--- src/source/matmul_pkg.sv ---
`default_nettype none

package matmul_pkg;

  //////////////////////////////////////////////////
  // Engine sizes
  //////////////////////////////////////////////////

  localparam int MAT_N  = 4;
  localparam int DATA_W = 8;
  localparam int ADDR_W = 2;

  // Results wrap at the element width
  localparam int ACC_W  = DATA_W;

  //////////////////////////////////////////////////
  // Bank word and stream payloads
  //////////////////////////////////////////////////

  // Element 0 sits in the least significant byte
  typedef logic [MAT_N-1:0][DATA_W-1:0] row_word_t;

  // Column k of A with row k of B
  typedef struct packed {
    row_word_t         a_col;
    row_word_t         b_row;
    logic [ADDR_W-1:0] k;
  } operand_pair_t;

  // One finished row of C
  typedef struct packed {
    row_word_t         c_row;
    logic [ADDR_W-1:0] row;
  } result_row_t;

endpackage

`default_nettype wire
--- src/source/row_stream_if.sv ---
`timescale 1ns/1ps
`default_nettype none

// Valid/ready stream, one payload word per transfer
interface row_stream_if #(
  parameter type payload_t = logic
);

  logic     valid;
  logic     ready;
  logic     last;
  payload_t payload;

  modport source (
    output valid,
    output last,
    output payload,
    input  ready
  );

  modport sink (
    input  valid,
    input  last,
    input  payload,
    output ready
  );

endinterface

`default_nettype wire

--- src/source/matmul_top.sv ---
`timescale 1ns/1ps
`default_nettype none

module matmul_top
  import matmul_pkg::*;
#(
  parameter int N = MAT_N
) (
  input  logic              clk_mem,
  input  logic              reset,
  input  logic              start,
  input  logic              we_a,
  input  logic              we_b,
  input  logic              read_enable,
  input  logic [ADDR_W-1:0] host_addr,
  input  row_word_t         host_data,
  output row_word_t         result_data,
  output logic              busy,
  output logic              done
);

  logic [ADDR_W-1:0] a_addr;
  logic [ADDR_W-1:0] b_addr;
  logic [ADDR_W-1:0] c_addr;
  row_word_t         a_rdata;
  row_word_t         b_rdata;
  row_word_t         c_wdata;
  logic              c_we;

  row_stream_if #(.payload_t(operand_pair_t)) operand_stream ();
  row_stream_if #(.payload_t(result_row_t))   result_stream ();

  //////////////////////////////////////////////////
  // Operand and result banks
  //////////////////////////////////////////////////

  // Host writes only land while idle
  matrix_bank #(.DEPTH(N)) bank_a (
    .clk_mem (clk_mem),
    .reset   (reset),
    .addr    (a_addr),
    .wdata   (host_data),
    .we      (we_a && !busy),
    .rdata   (a_rdata)
  );

  matrix_bank #(.DEPTH(N)) bank_b (
    .clk_mem (clk_mem),
    .reset   (reset),
    .addr    (b_addr),
    .wdata   (host_data),
    .we      (we_b && !busy),
    .rdata   (b_rdata)
  );

  matrix_bank #(.DEPTH(N)) bank_c (
    .clk_mem (clk_mem),
    .reset   (reset),
    .addr    (c_addr),
    .wdata   (c_wdata),
    .we      (c_we),
    .rdata   (result_data)
  );

  //////////////////////////////////////////////////
  // Fetch, array and writeback
  //////////////////////////////////////////////////

  operand_fetch #(.N(N)) u_fetch (
    .clk_mem        (clk_mem),
    .reset          (reset),
    .start          (start),
    .busy           (busy),
    .host_addr      (host_addr),
    .a_addr         (a_addr),
    .b_addr         (b_addr),
    .a_rdata        (a_rdata),
    .b_rdata        (b_rdata),
    .operand_stream (operand_stream.source)
  );

  systolic_array #(.N(N)) u_array (
    .clk_mem        (clk_mem),
    .reset          (reset),
    .operand_stream (operand_stream.sink),
    .result_stream  (result_stream.source)
  );

  result_writeback #(.N(N)) u_writeback (
    .clk_mem       (clk_mem),
    .reset         (reset),
    .start         (start),
    .read_enable   (read_enable),
    .host_addr     (host_addr),
    .result_stream (result_stream.sink),
    .c_addr        (c_addr),
    .c_wdata       (c_wdata),
    .c_we          (c_we),
    .done          (done),
    .busy          (busy)
  );

endmodule

`default_nettype wire

--- src/source/result_writeback.sv ---
`timescale 1ns/1ps
`default_nettype none

module result_writeback
  import matmul_pkg::*;
#(
  parameter int N = MAT_N
) (
  input  logic              clk_mem,
  input  logic              reset,
  input  logic              start,
  input  logic              read_enable,
  input  logic [ADDR_W-1:0] host_addr,
  row_stream_if.sink        result_stream,
  output logic [ADDR_W-1:0] c_addr,
  output row_word_t         c_wdata,
  output logic              c_we,
  output logic              done,
  output logic              busy
);

  result_row_t       res;
  logic              res_xfer;
  logic [ADDR_W-1:0] rd_addr_q;

  assign res = result_stream.payload;

  // Host reads win the C port
  assign result_stream.ready = !read_enable;
  assign res_xfer            = result_stream.valid && result_stream.ready;

  // Between accesses the port stays on the last host row
  always_comb begin
    c_we    = res_xfer;
    c_wdata = res.c_row;
    if (read_enable) begin
      c_addr = host_addr;
    end else if (res_xfer) begin
      c_addr = res.row;
    end else begin
      c_addr = rd_addr_q;
    end
  end

  always_ff @(posedge clk_mem) begin
    if (reset) begin
      rd_addr_q <= ADDR_W'(N - 1);
      done      <= 1'b0;
      busy      <= 1'b0;
    end else begin
      done <= res_xfer && result_stream.last;
      if (read_enable) begin
        rd_addr_q <= host_addr;
      end
      if (res_xfer && result_stream.last) begin
        busy <= 1'b0;
      end else if (start) begin
        busy <= 1'b1;
      end
    end
  end

endmodule

`default_nettype wire

--- src/source/systolic_array.sv ---
`timescale 1ns/1ps
`default_nettype none

module systolic_array
  import matmul_pkg::*;
#(
  parameter int N = MAT_N
) (
  input  logic         clk_mem,
  input  logic         reset,
  row_stream_if.sink   operand_stream,
  row_stream_if.source result_stream
);

  operand_pair_t     op;
  result_row_t       res;
  row_word_t         res_word;
  logic              op_xfer;
  logic              res_xfer;
  logic              drain_fire;

  // Step markers, indexed by distance from cell (0,0)
  logic [N-1:0]      vld_sr;
  logic [2*N-2:0]    first_sr;
  logic [2*N-1:0]    last_sr;

  logic [DATA_W-1:0] a_h [N][N+1];
  logic [DATA_W-1:0] b_v [N+1][N];
  logic              v_h [N][N+1];
  logic [ACC_W-1:0]  acc [N][N];

  logic              pend;
  logic              pend_d;
  logic              drain_active;
  logic              drain_d;
  logic [ADDR_W-1:0] drain_row;
  logic [ADDR_W-1:0] row_d;
  logic              op_ready;

  assign op       = operand_stream.payload;
  assign op_xfer  = operand_stream.valid && operand_stream.ready;
  assign res_xfer = result_stream.valid && result_stream.ready;

  always_ff @(posedge clk_mem) begin
    if (reset) begin
      vld_sr   <= '0;
      first_sr <= '0;
      last_sr  <= '0;
    end else begin
      vld_sr   <= {vld_sr[N-2:0], op_xfer};
      first_sr <= {first_sr[2*N-3:0], op_xfer && (op.k == '0)};
      last_sr  <= {last_sr[2*N-2:0], op_xfer && operand_stream.last};
    end
  end

  //////////////////////////////////////////////////
  // Input skew, row i and column i wait i cycles
  //////////////////////////////////////////////////

  for (genvar i = 0; i < N; i++) begin : g_skew
    logic [DATA_W-1:0] a_sr [i+1];
    logic [DATA_W-1:0] b_sr [i+1];

    always_ff @(posedge clk_mem) begin
      a_sr[0] <= op.a_col[i];
      b_sr[0] <= op.b_row[i];
      for (int s = 1; s <= i; s++) begin
        a_sr[s] <= a_sr[s-1];
        b_sr[s] <= b_sr[s-1];
      end
    end

    assign a_h[i][0] = a_sr[i];
    assign v_h[i][0] = vld_sr[i];
    assign b_v[0][i] = b_sr[i];
  end

  //////////////////////////////////////////////////
  // Cell grid
  //////////////////////////////////////////////////

  for (genvar i = 0; i < N; i++) begin : g_row
    for (genvar j = 0; j < N; j++) begin : g_col
      mac_cell u_cell (
        .clk_mem    (clk_mem),
        .reset      (reset),
        .a_in       (a_h[i][j]),
        .b_in       (b_v[i][j]),
        .step_valid (v_h[i][j]),
        .first      (first_sr[i+j]),
        .a_out      (a_h[i][j+1]),
        .b_out      (b_v[i+1][j]),
        .valid_out  (v_h[i][j+1]),
        .acc        (acc[i][j])
      );
    end
  end

  //////////////////////////////////////////////////
  // Result drain
  //////////////////////////////////////////////////

  // Last step has left the bottom right cell
  assign drain_fire = v_h[N-1][N] && last_sr[2*N-1];

  always_comb begin
    pend_d  = pend;
    drain_d = drain_active;
    row_d   = drain_row;
    if (op_xfer && operand_stream.last) begin
      pend_d = 1'b1;
    end
    if (drain_fire) begin
      pend_d  = 1'b0;
      drain_d = 1'b1;
      row_d   = '0;
    end else if (res_xfer) begin
      if (result_stream.last) begin
        drain_d = 1'b0;
      end else begin
        row_d = drain_row + 1'b1;
      end
    end
  end

  // No new operands until the last row has left
  always_ff @(posedge clk_mem) begin
    if (reset) begin
      pend         <= 1'b0;
      drain_active <= 1'b0;
      drain_row    <= '0;
      op_ready     <= 1'b0;
    end else begin
      pend         <= pend_d;
      drain_active <= drain_d;
      drain_row    <= row_d;
      op_ready     <= !(pend_d || drain_d);
    end
  end

  always_comb begin
    res_word = '0;
    for (int j = 0; j < N; j++) begin
      res_word[j] = acc[drain_row][j];
    end
  end

  assign res.c_row = res_word;
  assign res.row   = drain_row;

  assign operand_stream.ready  = op_ready;
  assign result_stream.valid   = drain_active;
  assign result_stream.payload = res;
  assign result_stream.last    = (drain_row == ADDR_W'(N - 1));

endmodule

`default_nettype wire

--- src/source/mac_cell.sv ---
`timescale 1ns/1ps
`default_nettype none

module mac_cell
  import matmul_pkg::*;
(
  input  logic              clk_mem,
  input  logic              reset,
  input  logic [DATA_W-1:0] a_in,
  input  logic [DATA_W-1:0] b_in,
  input  logic              step_valid,
  input  logic              first,
  output logic [DATA_W-1:0] a_out,
  output logic [DATA_W-1:0] b_out,
  output logic              valid_out,
  output logic [ACC_W-1:0]  acc
);

  logic [ACC_W-1:0] prod;

  // Product truncated to the accumulator width
  assign prod = ACC_W'(a_in) * ACC_W'(b_in);

  always_ff @(posedge clk_mem) begin
    if (reset) begin
      valid_out <= 1'b0;
    end else begin
      valid_out <= step_valid;
    end
  end

  // Operands move on to the right and lower neighbours
  always_ff @(posedge clk_mem) begin
    a_out <= a_in;
    b_out <= b_in;
    if (step_valid) begin
      // k = 0 starts a new dot product
      acc <= first ? prod : acc + prod;
    end
  end

endmodule

`default_nettype wire

--- src/source/operand_fetch.sv ---
`timescale 1ns/1ps
`default_nettype none

module operand_fetch
  import matmul_pkg::*;
#(
  parameter int N = MAT_N
) (
  input  logic              clk_mem,
  input  logic              reset,
  input  logic              start,
  input  logic              busy,
  input  logic [ADDR_W-1:0] host_addr,
  output logic [ADDR_W-1:0] a_addr,
  output logic [ADDR_W-1:0] b_addr,
  input  row_word_t         a_rdata,
  input  row_word_t         b_rdata,
  row_stream_if.source      operand_stream
);

  logic              issuing;
  logic              issue;
  logic [ADDR_W-1:0] rd_cnt;
  logic              v1;
  logic              v2;
  logic [ADDR_W-1:0] k1;
  logic [ADDR_W-1:0] k2;
  logic              push;
  logic              pop;
  logic [1:0]        cnt;
  logic [1:0]        in_use;
  operand_pair_t     in_pair;
  operand_pair_t     q0;
  operand_pair_t     q1;

  // Host owns the bank ports while idle
  assign a_addr = busy ? rd_cnt : host_addr;
  assign b_addr = busy ? rd_cnt : host_addr;

  // Reads in flight plus queued words never exceed the two slots
  assign push   = v2;
  assign pop    = operand_stream.valid && operand_stream.ready;
  assign in_use = cnt + {1'b0, v1} + {1'b0, v2};
  assign issue  = issuing && ((in_use < 2'd2) || pop);

  always_ff @(posedge clk_mem) begin
    if (reset) begin
      issuing <= 1'b0;
      rd_cnt  <= '0;
      v1      <= 1'b0;
      v2      <= 1'b0;
      cnt     <= '0;
    end else begin
      v1  <= issue;
      v2  <= v1;
      cnt <= cnt + 2'(push) - 2'(pop);
      if (start && !busy) begin
        issuing <= 1'b1;
        rd_cnt  <= '0;
      end else if (issue) begin
        rd_cnt <= rd_cnt + 1'b1;
        if (rd_cnt == ADDR_W'(N - 1)) begin
          issuing <= 1'b0;
        end
      end
    end
  end

  // Step tag follows the two-cycle bank latency
  always_ff @(posedge clk_mem) begin
    k1 <= rd_cnt;
    k2 <= k1;
  end

  assign in_pair.a_col = a_rdata;
  assign in_pair.b_row = b_rdata;
  assign in_pair.k     = k2;

  //////////////////////////////////////////////////
  // Two-entry skid queue, q0 is the head
  //////////////////////////////////////////////////

  always_ff @(posedge clk_mem) begin
    if (push && ((cnt == 2'd0) || ((cnt == 2'd1) && pop))) begin
      q0 <= in_pair;
    end else if (pop) begin
      q0 <= q1;
    end
    if (push) begin
      q1 <= in_pair;
    end
  end

  assign operand_stream.valid   = (cnt != 2'd0);
  assign operand_stream.payload = q0;
  assign operand_stream.last    = (q0.k == ADDR_W'(N - 1));

endmodule

`default_nettype wire

--- src/source/matrix_bank.sv ---
`timescale 1ns/1ps
`default_nettype none

module matrix_bank
  import matmul_pkg::*;
#(
  parameter int DEPTH = MAT_N
) (
  input  logic              clk_mem,
  input  logic              reset,
  input  logic [ADDR_W-1:0] addr,
  input  row_word_t         wdata,
  input  logic              we,
  output row_word_t         rdata
);

  row_word_t         mem [DEPTH];
  logic [ADDR_W-1:0] addr_q;
  row_word_t         wdata_q;
  logic              we_q;

  // Address stage, parks at the top word
  always_ff @(posedge clk_mem) begin
    if (reset) begin
      addr_q <= ADDR_W'(DEPTH - 1);
      we_q   <= 1'b0;
    end else begin
      addr_q <= addr;
      we_q   <= we;
    end
  end

  always_ff @(posedge clk_mem) begin
    wdata_q <= wdata;
    if (we_q) begin
      mem[addr_q] <= wdata_q;
    end
  end

  // Output register keeps its word during a write cycle
  always_ff @(posedge clk_mem) begin
    if (reset) begin
      rdata <= '0;
    end else if (!we_q) begin
      rdata <= mem[addr_q];
    end
  end

endmodule

`default_nettype wire

--- config.mk ---
export PLATFORM = sky130hd
export DESIGN_NAME = matmul_top
export DESIGN_NICKNAME = d
export VERILOG_FILES = /design/src/source/matmul_pkg.sv /design/src/source/row_stream_if.sv /design/src/source/matmul_top.sv /design/src/source/result_writeback.sv /design/src/source/systolic_array.sv /design/src/source/mac_cell.sv /design/src/source/operand_fetch.sv /design/src/source/matrix_bank.sv
export SDC_FILE = /design/constraint.sdc
export NUM_CORES = 2
export LEC_CHECK = 0
export ABC_AREA = 0
export BUFFER_PORTS_ARGS = -buffer_cell sky130_fd_sc_hd__clkbuf_2
export CAP_MARGIN = 20
export CORE_UTILIZATION = 35
export CTS_BUF_LIST = sky130_fd_sc_hd__clkbuf_2 sky130_fd_sc_hd__clkbuf_4 sky130_fd_sc_hd__clkbuf_8
export CTS_CLUSTER_DIAMETER = 150
export CTS_CLUSTER_SIZE = 10
export DETAILED_ROUTE_END_ITERATION = 10
export HOLD_SLACK_MARGIN = 0.12
export PLACE_DENSITY = 0.61
export SLEW_MARGIN = 20
export SYNTH_ARGS = -nofsm -noshare
export SYNTH_HDL_FRONTEND = slang
export SYNTH_SLANG_ARGS = --single-unit
--- constraint.sdc ---
create_clock -name clk_mem -period 4.4 [get_ports clk_mem]
set_clock_uncertainty 0.2 [all_clocks]
set_input_delay 0.44 -clock clk_mem [delete_from_list [all_inputs] [get_ports clk_mem]]
set_output_delay 0.44 -clock clk_mem [all_outputs]
set_load 0.05 [all_outputs]
==> summary.md <==
| Metric | Value |
|---|---|
| Result of the run | `finished clean` |
| Area of the core | `159100 um2` |
| Worst setup EP type | `flop` |
| Largest fanout on the critical path | `8` |
| Cell chosen for the clock root | `clkbuf_8` |
| Filler instances | `14810` |
| Aggregate negative setup slack | `0 ns` |
| #FFs+latches synth | `1206` |
| Largest net degree at the start of global routing | `76` |
| Number of antenna violations at the first check in global routing | `5` |
| Peak VDD IR | `532.6 uV` |
| Clk slew on worst S/H paths | `0.07 ns` |
| Syn avg cell area | `13.51 um2` |
| Clock tree sinks | `1206` |
| Routed wl met3 | `4362 um` |
| Clock insertion delay at the later pin of the skew report | `0.89 ns` |
| Critical Path Source Type | `flop` |
| Post-synthesis sequential area ratio | `54.26%` |
| Achievable clock frequency | `0.2331 GHz` |
| Final Slew Violations | `0` |
| Bufs on Longest Clock Path | `3` |
| Maximum capacitance violations | `0` |
| Worst Hold Launch | `u_array.g_skew[2].b_sr[0][13]$_DFF_P_` |
| Initial Util | `35.43%` |
| TritonCTS clock tree | `done` |
| All-Layer GR Usage | `14.40%` |
| I/O Pins | `74` |
| Post-route DRC | `0` |
| RSZ-0062 raised after global routing | `yes` |
| Crit-path cells | `nand2_1 -> fa_1 -> fa_1 -> inv_1 -> fa_1 -> fa_1 -> ha_1 -> xnor2_2 -> ha_1 -> a31oi_2 -> mux2i_1 -> xnor2_1` |
| GR Overflow Total | `0` |
| Number of rows created at floorplan | `146` |
| Routability Congestion | `0.8539` |
| EDFF count, synth | `644` |
| Post-Synthesis Cell Area | `56370 um2` |
| CP arrival | `4.72 ns` |
| Count of mapped cells out of synthesis | `4172` |
| First-pass GRT wire length | `182700 um` |
| Most common flop cell mapped by yosys | `edfxtp_1` |
| Post-route ant nets | `0` |
| Count of endpoints failing setup in the final report | `0` |
| Worst setup path category | `flop to flop` |
| Maximum cell stage delay along the critical path | `0.55 ns` |
| Non-Filler Instances | `6763` |
| Layout cells sized above 1 | `19.15%` |
| Final hold slack | `0.1207 ns` |
| Number of nets in the final layout | `5136` |
| Slew @ Worst Pin | `1.154 ns` |
| Class of the worst hold path | `flop to flop` |
| Total number of vias | `31340` |
| Setup crit start | `u_array.g_row[2].g_col[0].u_cell.a_out[1]$_DFF_P_` |
| Total power divided by cell area | `822.1 nW/um2` |
| Required time reported for the critical path endpoint | `4.83 ns` |
| Vias per std cell | `4.633` |
| Count of routing violations after the opening detailed-route iteration | `1879` |
| Syn nets | `4793` |
| Shortest clock period the worst path allows after layout | `4.290 ns` |
| Reg-to-Reg Start | `u_array.g_row[2].g_col[0].u_cell.a_out[1]$_DFF_P_` |
| Top layer used by detailed routing | `met4` |
| Cell repeated most along the worst path | `fa_1` |
| DIE HEIGHT | `403.3 um` |
| Routed Wire Length | `116300 um` |
| Number of CTS-inserted buffers | `138` |
| Fraction of registers with async set or reset after synthesis | `0%` |
| Slowest stage cell, crit path | `fa_1` |
| Portion of the clock cycle consumed by the worst path in the final layout | `97.50%` |
| Area grow syn2layout | `14.36%` |
| Width of the die | `403.3 um` |
| Number of global-route vias before repair | `32130` |
| Met2 WL | `54420 um` |
| Final Hold Violating Endpoints | `0` |
| Final design area excluding fillers | `64460 um2` |
| Wire length per cell | `17.20 um` |
| Number of buffers added on ports | `73` |
| Warnings, synthesis | `0` |
| Total leakage power | `26.02 nW` |
| # H-tree levels | `4` |
| Overall die area | `162700 um2` |
| Distinct cell type count of the synthesized netlist | `38` |
| DP HPWL | `83510 um` |
| Cell count after placement | `6424` |
| Initial DRT Pass Iterations | `5` |
| Routed length on met1 | `55330 um` |
| Cell Area, Placed | `60070 um2` |
| Relative max-transition margin | `22.99%` |
Yosys cell counts (11+ instances only):
library cell | count | area [um2]
edfxtp_1 | 644 | 19340
nor3_1 | 18 | 90.09
a21oi_1 | 85 | 425.4
xnor3_1 | 32 | 720.7
mux2i_1 | 114 | 1141
a21o_1 | 76 | 570.6
clkbuf_1 | 56 | 210.2
nor2_1 | 128 | 480.5
nand2b_1 | 16 | 100.1
dfxtp_1 | 562 | 11250
o21bai_1 | 36 | 270.3
nor2b_1 | 77 | 481.7
o21ai_0 | 114 | 570.6
xnor2_1 | 201 | 1760
ha_1 | 373 | 4667
fa_1 | 208 | 4164
buf_2 | 24 | 120.1
nand2_1 | 348 | 1306
and2_2 | 25 | 187.7
inv_1 | 357 | 1340
mux2_2 | 98 | 1104
and2_1 | 265 | 1658
xor2_1 | 65 | 569.3
a211oi_1 | 34 | 255.2
a2111oi_0 | 16 | 140.1
mux4_2 | 128 | 2883
a31oi_1 | 17 | 106.4
nand2_2 | 11 | 68.82
registers in the layout, indices dropped and copies added (netlist names), 4 cells and up:
signal	flops
u_array.vld_sr	4
u_array.g_row.g_col.u_cell.a_out	96
u_array.g_skew.a_sr	80
u_array.g_skew.b_sr	80
bank_b.rdata	32
u_array.g_row.g_col.u_cell.acc	128
bank_c.rdata	32
bank_b.mem	128
u_array.g_row.g_col.u_cell.valid_out	4
bank_a.mem	128
u_array.last_sr	8
bank_a.rdata	32
u_fetch.operand_stream.payload	66
bank_b.wdata_q	32
u_fetch.q1	66
u_array.g_row.g_col.u_cell.b_out	96
u_array.first_sr	7
bank_c.mem	128
bank_c.wdata_q	32
placed cells by master, fill, tap and decap left out, drive strengths merged, types with 88 or more instances in the layout:
| master | count |
|---|---|
| and2 | 290 |
| mux4 | 128 |
| edfxtp | 644 |
| mux2 | 98 |
| mux2i | 114 |
| ha | 373 |
| dfxtp | 562 |
| xnor2 | 211 |
| nand2 | 359 |
| clkbuf | 301 |
| o21ai | 114 |
| inv | 365 |
| fa | 208 |
| dlygate4sd3 | 88 |
| nor2 | 128 |
| buf | 133 |
worst paths after layout:
path | end | cells after the start | slack [ns]
worst max-delay path | u_array.g_row[2].g_col[1].u_cell.acc[7]$_DFFE_PP_ | 12 | 0.11
worst min register to register | u_array.g_skew[2].b_sr[0][21]$_DFF_P_ | 0 | 0.12
worst min-delay path | u_array.g_skew[2].b_sr[0][21]$_DFF_P_ | 0 | 0.12
worst max register to register | u_array.g_row[2].g_col[1].u_cell.acc[7]$_DFFE_PP_ | 12 | 0.11
routing by layer:
metal,vias to the layer above,GRT usage [%]
li1,15110,-
met1,15580,20.07
met2,499,23.16
met3,150,2.006
met4,0,4.476
met5,-,0
area by class of cell:
| type | count | area [um2] | share of cell area, % |
|---|---|---|---|
| flip-flops and latches | 1206 | 30730 | 47.68 |
| clock inverters | 11 | 141.4 | 0.2193 |
| well taps | 2146 | 2685 | 4.165 |
| clock buffers | 229 | 2589 | 4.016 |
| diodes | 2 | 5.005 | 0.007764 |
| multi-input cells | 2519 | 24680 | 38.28 |
| repair buffers | 293 | 2290 | 3.552 |
| inverters | 357 | 1340 | 2.079 |
repair_timing:
| action | CTS | global route |
|---|---|---|
| hold buffers | 88 | 0 |
| setup endpoints to repair | 8 | 30 |
| setup buffers | 0 | 9 |
| pin swaps | 0 | 26 |
| gates resized for setup | 13 | 175 |
| endpoints found under the hold margin | 113 | 0 |
worst max-delay path: cells and delay by family, from the launching register on:
family          cells  cell delay, ns
compound gates      1            0.22
xor+xnor            2            0.25
fa+ha+maj           6            2.52
buf+inv             1            0.06
flops               1            0.44
mux                 1            0.25
simple gates        1            0.10
report_power, final:
part | internal, mW | leakage, nW | switching, mW | total [mW]
clock | 3.79 | 1.48 | 4.00 | 7.79
sequential | 14.4 | 10.6 | 1.23 | 15.7
combinational | 15.3 | 14.0 | 14.2 | 29.5
total | 33.6 | 26.0 | 19.4 | 53.0
kinds of logic after synthesis:
kind of cell	Yosys count	synth area share [%]
xor gates and xnor gates	308	5.700
AOI/OAI and AO/OA	388	4.302
and+or+nand+nor	902	7.942
muxes	340	9.096
adders and majority gates	581	15.67
buffers and inverters	447	3.030
DFF	1206	54.26
through the flow:
stage / setup WS, ns / total power [mW] / utilization [%]
final: 0.1100 / 53.00 / 40.51
after CTS: 0.001474 / 50.95 / 40.04
after global placement: -0.2354 / 42.25 / 37.76
after global routing: -0.03187 / 57.61 / 40.51
after detailed placement: -0.2360 / 42.81 / 37.76
after floorplan: 0.2490 / 37.03 / -
Power figures use the tool's default switching activity.
